**config.mk**
```make
export PLATFORM = sky130hd
export DESIGN_NAME = net_router
export DESIGN_NICKNAME = d
export VERILOG_FILES = /design/src/net_ctrl_pkg.sv /design/src/net_msg_pkg.sv /design/src/net_crossbar.sv /design/src/net_queue.sv /design/src/net_route_ctrl.sv /design/src/net_router.sv
export VERILOG_INCLUDE_DIRS = /design/src
export SDC_FILE = /design/constraint.sdc
export NUM_CORES = 1
export LEC_CHECK = 0
export BUFFER_PORTS_ARGS = -buffer_cell sky130_fd_sc_hd__buf_2
export CAP_MARGIN = 20
export CORE_MARGIN = 8
export CORE_UTILIZATION = 60
export CTS_BUF_LIST = sky130_fd_sc_hd__clkbuf_4
export DETAILED_ROUTE_END_ITERATION = 8
export HOLD_SLACK_MARGIN = 0.05
export PLACE_DENSITY = 0.87
export SLEW_MARGIN = 20
export SYNTH_ARGS = -nofsm -noshare
export SYNTH_HDL_FRONTEND = slang
export SYNTH_HIERARCHICAL = 1
export SYNTH_SLANG_ARGS = --single-unit
```
**constraint.sdc**
```tcl
create_clock -name clk -period 6.7 [get_ports clk]
set_clock_uncertainty 0.2 [all_clocks]
set_input_delay 1.34 -clock clk [delete_from_list [all_inputs] [get_ports clk]]
set_output_delay 1.34 -clock clk [all_outputs]
set_load 0.01 [all_outputs]
```
**src/net_defs.svh**
```systemverilog
/*
 * ring network sizes shared by the router sources
 * covers the ring length, the payload width and the queue depth
 */
`ifndef NET_DEFS_SVH
`define NET_DEFS_SVH

// number of routers on the ring with ids counting up from zero
`define NET_NUM_ROUTERS 8

// width of the data word that one message carries
`define NET_PAYLOAD_BITS 32

// entries in each per-domain input queue
`define NET_QUEUE_DEPTH 2

// destination and source fields must hold any router id
`define NET_DEST_BITS $clog2(`NET_NUM_ROUTERS)

`endif

```
**src/net_ctrl_pkg.sv**
```systemverilog
/*
 * port naming and request/grant vectors of the router control
 */
`default_nettype none

package net_ctrl_pkg;

	// west, terminal and east make up the three router ports
	localparam int num_ports = 3;

	// every port keeps one queue for each of the two domains
	localparam int num_queues = 2 * num_ports;

	// east leads to the router with the next higher id
	typedef enum logic [1:0] {
		west = 2'd0,
		term = 2'd1,
		east = 2'd2
	} port_t;

	// one bit per port with bit positions given by port_t
	// used both for requests toward outputs and for grants to inputs
	typedef logic [num_ports-1:0] port_vec_t;

endpackage

`default_nettype wire

```
**src/net_msg_pkg.sv**
```systemverilog
/*
 * message format of the ring network
 * one message is a single flit tagged with its traffic domain
 */
`default_nettype none

`include "net_defs.svh"

package net_msg_pkg;

	// two isolated traffic domains share every physical link
	typedef enum logic {
		d1 = 1'b0,
		d2 = 1'b1
	} domain_t;

	// router id as it appears in the destination and source fields
	typedef logic [`NET_DEST_BITS-1:0] dest_t;

	// the router only looks at dest and domain and passes the rest untouched
	typedef struct packed {
		dest_t                        dest;
		dest_t                        src;
		domain_t                      domain;
		logic [`NET_PAYLOAD_BITS-1:0] payload;
	} net_msg_t;

endpackage

`default_nettype wire

```
**src/net_crossbar.sv**
```systemverilog
/*
 * crossbar that drives each output with the head its arbiter granted
 */
`timescale 1ns/100ps
`default_nettype none

module net_crossbar
	import net_msg_pkg::*;
	import net_ctrl_pkg::*;
(
	input  logic      [num_queues-1:0] head_val,
	input  net_msg_t  [num_queues-1:0] head_msg,
	input  port_vec_t [num_ports-1:0]  grant,
	input  domain_t   [num_ports-1:0]  dom_sel,
	output port_vec_t                  out_val,
	output net_msg_t  [num_ports-1:0]  out_msg
);

	port_vec_t sel_val;

	// valid of the head each input put forward
	always_comb begin
		for (int p = 0; p < num_ports; p++)
			sel_val[p] = head_val[2*p + int'(dom_sel[p])];
	end

	// grants are one-hot so at most one input drives an output
	// an idle output shows zeros rather than a stale head
	always_comb begin
		for (int o = 0; o < num_ports; o++) begin
			out_val[o] = |(grant[o] & sel_val);
			out_msg[o] = '0;
			for (int i = 0; i < num_ports; i++) begin
				if (grant[o][i])
					out_msg[o] = head_msg[2*i + int'(dom_sel[i])];
			end
		end
	end

endmodule

`default_nettype wire

```
**src/net_queue.sv**
```systemverilog
/*
 * small circular FIFO with valid/ready on both sides
 * the payload type is a parameter so any message format fits
 */
`timescale 1ns/100ps
`default_nettype none

module net_queue #(
	parameter type payload_t = logic,
	parameter int  depth     = 2
) (
	input  logic     clk,
	input  logic     rst_n,
	input  logic     enq_val,
	output logic     enq_rdy,
	input  payload_t enq_msg,
	output logic     deq_val,
	input  logic     deq_rdy,
	output payload_t deq_msg
);

	localparam int ptr_bits = (depth > 1) ? $clog2(depth) : 1;
	localparam int cnt_bits = $clog2(depth + 1);

	payload_t            mem [depth];
	logic [ptr_bits-1:0] rd_ptr;
	logic [ptr_bits-1:0] wr_ptr;
	logic [cnt_bits-1:0] count;
	logic                do_enq;
	logic                do_deq;

	// a full queue refuses new data even when its head leaves this cycle
	assign enq_rdy = (count != cnt_bits'(depth));
	assign deq_val = (count != '0);
	assign deq_msg = mem[rd_ptr];

	assign do_enq = enq_val && enq_rdy;
	assign do_deq = deq_val && deq_rdy;

	// pointers wrap at depth so non power of two sizes work too
	function automatic logic [ptr_bits-1:0] bump(input logic [ptr_bits-1:0] ptr);
		return (ptr == ptr_bits'(depth - 1)) ? '0 : ptr + 1'b1;
	endfunction

	always_ff @(posedge clk) begin
		if (do_enq)
			mem[wr_ptr] <= enq_msg;
	end

	always_ff @(posedge clk) begin
		if (!rst_n) begin
			rd_ptr <= '0;
			wr_ptr <= '0;
			count  <= '0;
		end else begin
			if (do_enq)
				wr_ptr <= bump(wr_ptr);
			if (do_deq)
				rd_ptr <= bump(rd_ptr);
			// simultaneous push and pop leaves the count alone
			case ({do_enq, do_deq})
				2'b10:   count <= count + 1'b1;
				2'b01:   count <= count - 1'b1;
				default: count <= count;
			endcase
		end
	end

endmodule

`default_nettype wire

```
**src/net_route_ctrl.sv**
```systemverilog
/*
 * router control that routes each queue head the short way round the ring
 * then picks a domain per input and arbitrates every output round-robin
 */
`timescale 1ns/100ps
`default_nettype none

`include "net_defs.svh"

module net_route_ctrl
	import net_msg_pkg::*;
	import net_ctrl_pkg::*;
#(
	parameter int router_id = 0
) (
	input  logic                        clk,
	input  logic                        rst_n,
	input  logic       [num_queues-1:0] head_val,
	input  dest_t      [num_queues-1:0] head_dest,
	input  port_vec_t                   out_rdy,
	output port_vec_t  [num_ports-1:0]  grant,
	output domain_t    [num_ports-1:0]  dom_sel,
	output logic       [num_queues-1:0] deq
);

	port_vec_t [num_queues-1:0] req_q;
	port_vec_t [num_ports-1:0]  req_in;
	port_vec_t [num_ports-1:0]  grant_new;
	port_vec_t [num_ports-1:0]  hold_grant;
	domain_t   [num_ports-1:0]  hold_dom;
	domain_t   [num_ports-1:0]  favour;
	port_t     [num_ports-1:0]  rr_ptr;
	port_vec_t                  held_in;
	port_vec_t                  taken_in;

	// ----------------------------------------
	// route computation
	// ----------------------------------------

	// hops are counted with east as the direction of rising ids
	// a tie between the two ways is sent east
	function automatic port_vec_t route(input dest_t dest);
		int        east_hops;
		int        west_hops;
		port_vec_t r;
		east_hops = (int'(dest) + `NET_NUM_ROUTERS - router_id) % `NET_NUM_ROUTERS;
		west_hops = (`NET_NUM_ROUTERS - east_hops) % `NET_NUM_ROUTERS;
		r = '0;
		if (east_hops == 0)
			r[term] = 1'b1;
		else if (east_hops <= west_hops)
			r[east] = 1'b1;
		else
			r[west] = 1'b1;
		return r;
	endfunction

	// the winner index moves one step on so the next search starts after it
	function automatic port_t next_port(input port_vec_t g);
		if (g[west])
			return term;
		else if (g[term])
			return east;
		return west;
	endfunction

	// queue q belongs to port q/2 and domain q%2
	always_comb begin
		for (int q = 0; q < num_queues; q++)
			req_q[q] = head_val[q] ? route(head_dest[q]) : '0;
	end

	// ----------------------------------------
	// domain choice per input
	// ----------------------------------------

	// an input whose grant is being held keeps the domain it had
	always_comb begin
		held_in = '0;
		for (int o = 0; o < num_ports; o++)
			held_in |= hold_grant[o];
	end

	always_comb begin
		for (int p = 0; p < num_ports; p++) begin
			if (held_in[p])
				dom_sel[p] = hold_dom[p];
			else if (head_val[2*p] && head_val[2*p+1])
				dom_sel[p] = favour[p];
			else if (head_val[2*p+1])
				dom_sel[p] = d2;
			else
				dom_sel[p] = d1;
			req_in[p] = req_q[2*p + int'(dom_sel[p])];
		end
	end

	// ----------------------------------------
	// output arbitration
	// ----------------------------------------

	// scanning from the far end lets the bidder nearest the pointer win
	always_comb begin
		int idx;
		taken_in = '0;
		for (int o = 0; o < num_ports; o++) begin
			grant_new[o] = '0;
			for (int k = num_ports - 1; k >= 0; k--) begin
				idx = (int'(rr_ptr[o]) + k) % num_ports;
				if (req_in[idx][o]) begin
					grant_new[o]      = '0;
					grant_new[o][idx] = 1'b1;
				end
			end
			// a stalled output stays with the input it already offered
			grant[o] = (hold_grant[o] != '0) ? hold_grant[o] : grant_new[o];
			if (out_rdy[o])
				taken_in |= grant[o];
		end
	end

	// only the chosen domain of a taken input pops its queue
	always_comb begin
		deq = '0;
		for (int p = 0; p < num_ports; p++)
			deq[2*p + int'(dom_sel[p])] = taken_in[p];
	end

	always_ff @(posedge clk) begin
		if (!rst_n) begin
			for (int o = 0; o < num_ports; o++) begin
				hold_grant[o] <= '0;
				rr_ptr[o]     <= west;
			end
			for (int p = 0; p < num_ports; p++) begin
				favour[p]   <= d1;
				hold_dom[p] <= d1;
			end
		end else begin
			for (int o = 0; o < num_ports; o++) begin
				hold_grant[o] <= out_rdy[o] ? '0 : grant[o];
				if (out_rdy[o] && grant[o] != '0)
					rr_ptr[o] <= next_port(grant[o]);
			end
			// the domain that did not leave gets the next tie
			for (int p = 0; p < num_ports; p++) begin
				hold_dom[p] <= dom_sel[p];
				if (taken_in[p])
					favour[p] <= (dom_sel[p] == d1) ? d2 : d1;
			end
		end
	end

endmodule

`default_nettype wire

```
**src/net_router.sv**
```systemverilog
/*
 * ring router with two traffic domains on three ports
 * six input queues feed the control and the crossbar
 */
`timescale 1ns/100ps
`default_nettype none

`include "net_defs.svh"

module net_router
	import net_msg_pkg::*;
	import net_ctrl_pkg::*;
#(
	parameter int router_id = 0
) (
	input  logic                       clk,
	input  logic                       rst_n,
	input  port_vec_t                  in_val,
	output port_vec_t                  in_rdy,
	input  net_msg_t  [num_ports-1:0]  in_msg,
	output port_vec_t                  out_val,
	input  port_vec_t                  out_rdy,
	output net_msg_t  [num_ports-1:0]  out_msg
);

	logic      [num_queues-1:0] enq_val;
	logic      [num_queues-1:0] enq_rdy;
	logic      [num_queues-1:0] head_val;
	net_msg_t  [num_queues-1:0] head_msg;
	dest_t     [num_queues-1:0] head_dest;
	logic      [num_queues-1:0] deq;
	port_vec_t [num_ports-1:0]  grant;
	domain_t   [num_ports-1:0]  dom_sel;

	// ----------------------------------------
	// input queues
	// ----------------------------------------

	// each offered message goes to the queue of its own domain
	for (genvar q = 0; q < num_queues; q++) begin : g_queue
		assign enq_val[q]   = in_val[q/2] && (in_msg[q/2].domain == domain_t'(q % 2));
		assign head_dest[q] = head_msg[q].dest;

		net_queue #(
			.payload_t (net_msg_t),
			.depth     (`NET_QUEUE_DEPTH)
		) u_queue (
			.clk     (clk),
			.rst_n   (rst_n),
			.enq_val (enq_val[q]),
			.enq_rdy (enq_rdy[q]),
			.enq_msg (in_msg[q/2]),
			.deq_val (head_val[q]),
			.deq_rdy (deq[q]),
			.deq_msg (head_msg[q])
		);
	end

	// readiness follows the queue that matches the offered domain
	for (genvar p = 0; p < num_ports; p++) begin : g_rdy
		assign in_rdy[p] = enq_rdy[2*p + int'(in_msg[p].domain)];
	end

	// ----------------------------------------
	// control and crossbar
	// ----------------------------------------

	net_route_ctrl #(
		.router_id (router_id)
	) u_ctrl (
		.clk       (clk),
		.rst_n     (rst_n),
		.head_val  (head_val),
		.head_dest (head_dest),
		.out_rdy   (out_rdy),
		.grant     (grant),
		.dom_sel   (dom_sel),
		.deq       (deq)
	);

	net_crossbar u_xbar (
		.head_val (head_val),
		.head_msg (head_msg),
		.grant    (grant),
		.dom_sel  (dom_sel),
		.out_val  (out_val),
		.out_msg  (out_msg)
	);

endmodule

`default_nettype wire

```
Yosys cells after proc, flatten, opt, wreduce, memory -nomap -nowiden
Memory sizes are Yosys's and may differ from the RTL's. A register that Yosys moved wholly into a read port is not among the register bits. Cells that the tools add are included.

Bitwise operators: 24. Equal/unequal tests: 18. Add/subtract/negate cells: 46. Order comparisons: 33. Reductions and logical operators: 78. Multiplexer cells: 220. Divide/modulo/power cells: 9.

Operator list (count): $mux 39 (15); $ge 32x1->1 const B (11); $lt 32x4->1 const B (9); $bmux 39 s3 (2); $logic_not 32->1 (6); $mod 32x3->32 const B (6); $mux 1 (120); $mux 3 (33); $mod 3x3->32 const B (3); $lt 32x5->1 const B (2); $bmux 3 s2 (9); $reduce_or 3->1 (15); $logic_and 1x1->1 (36); $sub 5x4->6 const A (6); $mux 2 (15); $le 4x4->1 (6); $pmux 2 s2 (6); $reduce_bool 2->1 (12); $add 3x1->3 const B (6); $bmux 3 s3 (2); $demux 1 s2 (9); $reduce_bool 3->1 (6); $add 1x1->1 const B (12); $add 2x1->2 const B (6); other kinds (23) (75).

Bits in writable memories: 468. Input port bits: 125. Flip-flop bits (word level): 45. Memories kept: 6. Output and inout port bits: 123. Logic and storage cells: 464.

Memory list: g_queue[0].u_queue.mem (words 2, bits a word 39, rd ports 1, clocked after Yosys merged registers in 1, wr ports 1, line net_queue.sv:25) `payload_t mem [depth];`; g_queue[1].u_queue.mem (words 2, bits a word 39, rd ports 1, clocked after Yosys merged registers in 1, wr ports 1, line net_queue.sv:25); g_queue[2].u_queue.mem (words 2, bits a word 39, rd ports 1, clocked after Yosys merged registers in 1, wr ports 1, line net_queue.sv:25); g_queue[3].u_queue.mem (words 2, bits a word 39, rd ports 1, clocked after Yosys merged registers in 1, wr ports 1, line net_queue.sv:25); g_queue[4].u_queue.mem (words 2, bits a word 39, rd ports 1, clocked after Yosys merged registers in 1, wr ports 1, line net_queue.sv:25); g_queue[5].u_queue.mem (words 2, bits a word 39, rd ports 1, clocked after Yosys merged registers in 1, wr ports 1, line net_queue.sv:25).

Longest topological paths before layout
Gate-level depths: netlist of run 1.

Depth after elaboration: 31. Gate-level depth with buffers: 20. Gate-level depth less buffers: 19.

Hierarchy
Netlist of run 1, hierarchy kept.

By module, submodules not included: net_queue (area each 3039.2 sq um, times used 6, seq. area each 2442.3 sq um, cells an instance 145); net_crossbar (area each 3598.5 sq um, times used 1, seq. area each 0.0 sq um, cells an instance 543); net_route_ctrl (area each 2565.0 sq um, times used 1, seq. area each 420.4 sq um, cells an instance 333); net_router (area each 91.3 sq um, times used 1, seq. area each 0.0 sq um, cells an instance 9).

Worst setup path before layout of run 1
No wires, ideal clock.

Kind: reg-to-output. Start point: register with a tool-made name. End point: output out_msg[108] (netlist name). Setup slack: 1.340 ns. Cell stages (with the launch flop): 19. Required time: 5.160 ns. Arrival: 3.820 ns. Cells stage by stage: dfxtp_1 buf_2 mux2_2 inv_1 ha_1 ha_1 or2_2 a21oi_1 o2111ai_1 a21o_1 o211a_1 o221ai_1 and2b_1 inv_1 nor2b_1 buf_2 buf_2 a22oi_1 o21ai_0.

RTL lines: end: declaration (line net_router.sv:23) `output net_msg_t [num_ports-1:0] out_msg`.

==> summary.md, run 1 <==
| Metric | Value |
|---|---|
| Vias | around 17k |
| Mapped Avg Cell Area | around 14 sq um |
| EDFF count, synth | ~470 |
| Die ar. | approximately 48000 sq um |
| Yosys reg bits | 519 |
| Setup TNS Final | 0 ns |
| Synth top area share | between 50% and 60% |
| TritonCTS buffer count | about 130 |
| FF-to-FF End | g_queue[2].u_queue/count[1] |
| Initial Util | between 60% and 70% |
| Setup CP Type | reg -> out |
| Wl on met1 | approximately 25000 um |
| Worst vdd ir | 0.457 mV |
| Min-Delay Path Class | reg -> reg |
| Mapped Area | roughly 24000 sq um |
| Global-route wire length before repair | approximately 96000 um |
| Main flop type after synthesis | edfxtp_1 |
| CP startpoint kind | flip-flop |
| Detail Route Antenna Nets | 0 |
| Core area | between 40000 and 50000 sq um |
| CP max stage cell | dfxtp_2 |
| Clock transition at the registers of the reported paths | about 0.060 ns |
| Critical-path cell list | mux2_2 > inv_1 > ha_1 > ha_1 > or2_2 > a21oi_1 > o2111ai_1 > a21o_1 > o211a_1 > o221ai_1 > and2b_1 > inv_1 > nor2b_4 > buf_12 > a22oi_1 > o21ai_0 > buf_2 |
| Fmax | 0.153 GHz |
| I/O Buffers | 247 |
| Via-to-Cell Ratio | just over 6 |
| Largest net degree at the start of global routing | 58 |
| H-tree Lvls | 4 |
| Drt total wl | roughly 65000 um |
| Gr usage total | a little over a quarter |
| Vias in the first global route | ~17k |
| Synth area leaders | edfxtp_1 57%, mux2_2 16%, dfxtp_1 4.2% |
| End of the critical path | out_msg[81] |
| Fill cells | about 2.8k |
| Root Buffer | clkbuf_4 |
| Leading area contributor after synthesis | edfxtp_1 |
| Mapped Nets | 1916 |
| Ys async rst share | 0% |
| Max-Slew Margin vs Limit | 28.0% |
| Stages on the worst setup path | 17 |
| Die W | 218 um |
| CP max FO | 28 |
| Grt ovf | 0 |
| CP peak stage delay | between 0.4 and 0.5 ns |
| Status | finished, violations left |
| Commonest non-fill, non-tap cells in the layout | 468 x edfxtp_1, 355 x mux2_2, 247 x buf_2, 187 x clkbuf_4, 154 x nand2_1 |
| Cell variety after synth | 76 |
| CP delay by family, top | compound AO/OA/AOI/OAI gates |
| Commonest non-fill, non-tap cell in the layout | edfxtp_1 |
| WL met3 | approximately 7000 um |
| Fin. Hold Viols | 0 |
| Critical Path RT | about 5.2 ns |
| Cells after Synth | roughly 1.8k |
| Share of layout cells above drive strength 1 | a little over two fifths |
| Fin crit period | about 6.5 ns |
| Post-route DRC | 1 |
| Area Overhead vs Synth | 14.1% |
| Cell area after layout | around 28000 sq um |
| Hold buffers post-CTS | 0 |
| Clock buffer depth | 3 |
| Detail Placement HPWL | about 44000 um |
| FF-to-FF path depth | 19 |
| Met2 WL post-DR | roughly 30000 um |
| DR pass1 iterations | 9 |
| R2R setup slack | roughly 1.5 ns |
| Gpl congestion | ~0.96 |
| 1st-iter DRT viols | between 1.5k and 2k |
| Die Span Y | ~220 um |
| Top layer in use | met5 |
| Nature of the critical path endpoint | output port |
| Clk Latency, worst-skew pair | 0.83 ns |
| Failing checks | design-rule violations |
| Clk sinks | 519 |
| Power Density | 442 nW/um^2 |
| IO Count | 248 |
| Sequential share of the synthesized area | 61.6% |
| Period utilization | ~97% |
| Max Cap Violations | 0 |
| Initial antenna violation count | 21 |
| Worst Max-Slew Pin Slew | roughly 1.1 ns |
| Buf/Inv on CP | 4 |
| CTS tree | done |
| Static leakage | about 0.01 uW |
| Hold-critical path depth | 2 |
| CP arrival | between 4 and 5 ns |
| Final net count | between 2k and 2.5k |
| Wire per inst | approximately 24 um |
| Warnings from Yosys | 6 |
| Unrepaired setup endpoints after global routing | no |
| Num rows | 74 |
| Final slew viol count | 0 |
| Final count of negative-setup-slack endpoints | 0 |
| Post-DP Area | ~26000 sq um |
-- power breakdown --
part	switching [uW]	leakage, uW	internal (uW)	total (uW)
Sequential	112	0.00471	3740	3850
Clock	1220	0.000943	1280	2510
Combinational	3800	0.00429	2200	5990
Total	5130	0.00995	7220	12400
-- what timing repair did --
action	CTS	global route
pin swaps	0	1
setup buffers	1	1
resized for setup	6	21
setup endpoints to repair	37	97
-- synthesized netlist by cell type, types with 4 or more instances --
cell,instances
o221ai_1,5
ha_1,36
mux2_4,5
buf_2,35
or2_2,9
or3_1,8
and2_1,10
nor2b_1,24
o31ai_1,4
a31oi_4,4
nand2_1,154
o21a_1,8
a21boi_1,6
o21ai_1,8
nor2_1,26
clkbuf_1,46
inv_1,49
nand3b_1,9
buf_4,10
nor3_1,6
nand2b_1,13
o21ai_0,136
a21bo_2,6
a222oi_1,4
xor2_1,5
dfxtp_1,51
o211a_1,4
a21oi_1,14
edfxtp_1,468
o211ai_1,4
nand3_1,7
a22oi_1,118
nor3b_1,6
a21boi_0,6
mux2_2,355
xnor2_1,22
nor3_2,4
and3_1,10
-- layer usage --
layer,up-vias,GRT usage [%]
li1,7438,-
met1,7992,33.3
met5,-,0
met2,928,41.5
met3,193,8.60
met4,20,13.7
-- worst register-to-register path: cells and delay by family, from the launching register on --
family | cells | cell delay [ns]
mux | 1 | 0.40
fa+ha+maj | 3 | 0.76
simple gates | 4 | 0.92
compound gates | 8 | 1.94
flops | 1 | 0.46
buf+inv | 3 | 0.42
-- layout make-up --
cell class	count	area [sq um]	share of cell area, %
Inverter	52	210	0.752
Sequential cell	519	15100	54.0
Tap cell	532	666	2.38
Clock buffer	187	1400	5.02
Multi-Input combinational cell	1091	8880	31.8
Clock inverter	39	160	0.573
Timing Repair Buffer	276	1520	5.43
Antenna cell	12	30.0	0.107
-- registers in the layout (all words and copies together) (netlist names), named ones only --
| name | count |
|---|---|
| g_queue.u_queue/count | 12 |
| g_queue.u_queue/mem | 468 |
| g_queue.u_queue/rd_ptr | 6 |
| g_queue.u_queue/wr_ptr | 6 |
| u_ctrl/favour | 3 |
| u_ctrl/hold_dom | 3 |
| u_ctrl/hold_grant | 9 |
| u_ctrl/rr_ptr | 6 |
-- worst min path at each step --
stage,startpoint,endpoint,slack [ns]
after floorplan,u_ctrl/favour[2],u_ctrl/favour[2],0.23
final,u_ctrl/favour[0],u_ctrl/favour[0],0.26
after detailed placement,u_ctrl/favour[0],u_ctrl/favour[0],0.25
after global routing,u_ctrl/favour[2],u_ctrl/favour[2],0.28
after global placement,u_ctrl/favour[2],u_ctrl/favour[2],0.24
after CTS,u_ctrl/favour[2],u_ctrl/favour[2],0.26
-- cell families after synthesis --
| group | count (synthesis) | synth area share [%] |
|---|---|---|
| DFF | 519 | 61.6 |
| muxes | 364 | 16.8 |
| AOI/OAI and AO/OA | 363 | 10.2 |
| and+or+nand+nor | 301 | 6.08 |
| adders and majority gates | 36 | 1.84 |
| xor gates and xnor gates | 27 | 0.966 |
| buffers and inverters | 145 | 2.60 |
-- through the flow --
step	hold slack [ns]	util (%)	power [uW]	cells	setup slack (ns)
2_1_floorplan	0.231	-	7440	1755	1.34
3_3_place_gp	0.242	64.7	9620	2468	0.776
3_5_place_dp	0.251	64.7	9680	2468	0.700
4_1_cts	0.261	68.7	12200	2695	0.0327
5_1_grt	0.284	68.9	13000	2701	0.000473
6_report	0.257	68.9	12400	2708	0.183
No activity file was read; power rests on OpenSTA's default activity.
==> inputs of run 2 (changes only) <==
--- a/config.mk
+++ b/config.mk
@@ -6,6 +6,7 @@
 export SDC_FILE = /design/constraint.sdc
 export NUM_CORES = 1
 export LEC_CHECK = 0
+export ABC_AREA = 1
 export BUFFER_PORTS_ARGS = -buffer_cell sky130_fd_sc_hd__buf_2
 export CAP_MARGIN = 20
 export CORE_MARGIN = 8
@@ -13,7 +14,7 @@
 export CTS_BUF_LIST = sky130_fd_sc_hd__clkbuf_4
 export DETAILED_ROUTE_END_ITERATION = 8
 export HOLD_SLACK_MARGIN = 0.05
-export PLACE_DENSITY = 0.87
+export PLACE_DENSITY = 0.86
 export SLEW_MARGIN = 20
 export SYNTH_ARGS = -nofsm -noshare
 export SYNTH_HDL_FRONTEND = slang
==> run 2 against run 1 <==
Sequential share of layout area fell by 4.0 points. Register-to-register slack better by 0.39 ns. Core utilization decreased by 0.52 points. Highest routed layer unchanged. Area after synthesis is 9.4% higher. The flow now finishes without violations. Global-route usage increased by 2.2 points. Largest cell class unchanged. Critical path type unchanged.
==> summary.md, run 2 <==
| Metric | Value |
|---|---|
| Warnings from Yosys | 6 (unchanged) |
| Detail Route Antenna Nets | 0 (unchanged) |
| Commonest non-fill, non-tap cells in the layout | 964 x nand2_1, 468 x edfxtp_1, 247 x buf_2, 234 x inv_1, 187 x clkbuf_4 |
| Gr usage total | 28.9% (+2.2 points) |
| CTS tree | done |
| Worst hold start | g_queue[1].u_queue/rd_ptr |
| CP peak stage delay | 0.65 ns (+0.19 ns) |
| Sequential share of the synthesized area | 56.2% (-5.3 points) |
| Clk sinks | 519 (unchanged) |
| Fin crit period | 6.34 ns (-0.173 ns) |
| Die ar. | 51700 sq um (+8.7%) |
| Status | finished clean |
| Count leader, synth | nand2_1 |
| Buf/Inv on CP | 4 (unchanged) |
| Share of layout cells above drive strength 1 | 29.1% (-13 points) |
| Main flop type after synthesis | edfxtp_1 |
| Global-route wire length before repair | 113000 um (+17%) |
| CP arrival | 4.80 ns (-0.18 ns) |
| Fmax | 0.158 GHz (+2.7%) |
| CP max stage cell | dfxtp_2 |
| Die Span Y | 227 um (+4.3%) |
| Ys async rst share | 0% (unchanged) |
| Clock buffer depth | 3 (unchanged) |
| Root Buffer | clkbuf_4 |
| Grt ovf | 0 (unchanged) |
| Mapped Avg Cell Area | 10.2 sq um (-27%) |
| Final net count | 3099 (+39%) |
| Hold-critical path depth | 2 (unchanged) |
| Biggest regs | g_queue.u_queue/mem x468, g_queue.u_queue/count x12, u_ctrl/hold_grant x9 |
| Final count of negative-setup-slack endpoints | 0 (unchanged) |
| Largest Register | g_queue.u_queue/mem |
| 1st-iter DRT viols | 2230 (+38%) |
| Mapped Area | 26800 sq um (+9.4%) |
| Setup CP Type | reg -> out |
| Cell variety after synth | 41 (-46%) |
| Synth area leaders | edfxtp_1 52%, nand2_1 14%, mux2_2 7.3% |
| DR pass1 iterations | 8 (-1) |
| Largest net degree at the start of global routing | 47 (-19%) |
| Fin. Hold Viols | 0 (unchanged) |
| Post-route DRC | 0 (-1) |
| CP startpoint kind | flip-flop |
| Detail Placement HPWL | 50700 um (+14%) |
| Yosys reg bits | 519 (unchanged) |
| R2R setup slack | 1.91 ns (+0.39 ns) |
| Wire per inst | 20.9 um (-13%) |
| Area Overhead vs Synth | 12.6% |
| Drt total wl | 76000 um (+17%) |
| H-tree Lvls | 4 (unchanged) |
| Max Cap Violations | 0 (unchanged) |
| Max reg flops | 468 (unchanged) |
| IO Count | 248 (unchanged) |
| Cells after Synth | 2631 (+50%) |
| Nature of the critical path endpoint | output port |
| Final slew viol count | 0 (unchanged) |
| FF-to-FF path depth | 29 (+10) |
| Commonest non-fill, non-tap cell in the layout | nand2_1 |
| Die W | 227 um (+4.3%) |
| TritonCTS buffer count | 132 (unchanged) |
| WHS Endpoint | g_queue[1].u_queue/rd_ptr |
| CP delay by family, top | simple AND/OR/NAND/NOR gates |
| Setup TNS Final | 0 ns (unchanged) |
| Post-synth top cells | 968 x nand2_1, 468 x edfxtp_1, 234 x inv_1, 186 x nand3_1, 174 x mux2_2 |
| Synth top area share | 52.4% (-5.0 points) |
| Max-Slew Margin vs Limit | 32.8% (+4.8 points) |
| Initial Util | 60.7% (+0.36 points) |
| Gpl congestion | 0.934 (-2.5%) |
| Leading area contributor after synthesis | edfxtp_1 |
| Hold buffers post-CTS | 0 (unchanged) |
| Min-Delay Path Class | reg -> reg |
| Worst Max-Slew Pin Slew | 1.01 ns (-0.0737 ns) |
| Critical-path cell list | mux2_2 > inv_1 > ha_1 > ha_1 > nand2_1 > nand2_1 > nand2_1 > nand3_1 > nand2_4 > nand3_1 > nor2_1 > inv_1 > nand2_1 > nand3_1 > nand2_1 > nand2_1 > nand2_2 > inv_2 > nor2_8 > nand2_1 > nand2_1 > nand2_1 > nand2_1 > buf_2 |
| CP max FO | 39 (+39%) |
| Vias | 20.7k (+25%) |
| Via-to-Cell Ratio | 5.68 (-7.3%) |
| Most frequent CP cell | nand2_1 |
| Mapped Nets | 2792 (+46%) |
| EDFF count, synth | 468 (unchanged) |
| FF-to-FF End | g_queue[5].u_queue/count[1] |
| Vias in the first global route | 20.7k (+24%) |
| I/O Buffers | 247 (unchanged) |
| Num rows | 77 (+4.1%) |
| Unrepaired setup endpoints after global routing | no |
| Critical Path RT | 5.16 ns (about the same) |
| Initial antenna violation count | 20 (-4.8%) |
| Period utilization | 94.7% (-2.6 points) |
| Clock transition at the registers of the reported paths | 0.06 ns (about the same) |
| Core area | 44100 sq um (+8.8%) |
| Clk Latency, worst-skew pair | 0.85 ns (+0.02 ns) |
run 2: cell types whose count changed in the layout (fill, tap and decap cells not counted), moves of 118 or more:
cell / delta
nand3_1: +179
nand2_1: +810
inv_1: +189
mux2_2: -181
o21ai_0: -123
a22oi_1: -118
run 2: cell type report:
cell class / instances / area, sq um
Clock buffer: 187 / 1400
Antenna cell: 14 / 35.0
Sequential cell: 519 / 15100
Timing Repair Buffer: 277 / 1480
Tap cell: 592 / 741
Inverter: 255 / 966
Multi-Input combinational cell: 1753 / 10100
Clock inverter: 47 / 383
Fill cell: 3263 / 13900
run 2: per-layer routing:
layer | global-route usage [%] | up-vias | routed length [um] | share of wire, %
met4 | 16.0 | 18 | 3490 | 4.6
li1 | - | 9405 | - | -
met5 | 0 | - | 114 | 0.15
met3 | 7.90 | 245 | 9220 | 12
met1 | 35.0 | 9637 | 27800 | 37
met2 | 46.6 | 1376 | 35300 | 46
run 2: how the worst max path moves through the flow:
stage,from,endpoint,cells after the start
CTS,flip-flop,out_msg[116],24
finish,flip-flop,out_msg[38],24
floorplan,flip-flop,out_msg[107],26
detailed placement,flip-flop,out_msg[116],24
global placement,flip-flop,out_msg[79],24
global route,flip-flop,out_msg[38],24
run 2: kinds of logic (layout without fill, tap and decap cells):
family	Yosys count	in the layout	share of synthesized area, %
AOI/OAI and AO/OA	88	88	1.85
xor gates and xnor gates	4	4	0.131
adders and majority gates	36	36	1.68
buffers and inverters	360	766	6.55
DFF	519	519	56.2
muxes	234	234	10.7
other	0	14	0
and+or+nand+nor	1390	1391	22.9
run 2: timing repair:
item / CTS / global route
hold endpoints to repair: 0 / 0
setup buffers: 0 / 2
resized for setup: 0 / 3
endpoints found under the setup margin: 0 / 51
run 2: per-stage QoR:
step / setup WS [ns] / std cells / hold WS [ns] / util [%] / instance area [sq um]
2_1_floorplan: 2.18 / 2631 / 0.251 / - / 26800
3_3_place_gp: 1.24 / 3393 / 0.263 / 64.2 / 28300
3_5_place_dp: 1.11 / 3393 / 0.276 / 64.2 / 28300
4_1_cts: 0.131 / 3627 / 0.289 / 68.2 / 30100
5_1_grt: 0.0378 / 3640 / 0.308 / 68.4 / 30200
6_report: 0.356 / 3644 / 0.287 / 68.4 / 30200
run 2: worst reg2reg max path, delay by kind of cell (launching register included):
kind	cells	cell delay, ns
simple gates	18	1.65
buf+inv	5	0.78
mux	1	0.42
fa+ha+maj	3	0.70
flops	1	0.65
compound gates	2	0.34
Power of run 2 is not shown: default switching activity piles up to over one toggle a cycle in this logic, so the estimate is an artifact.
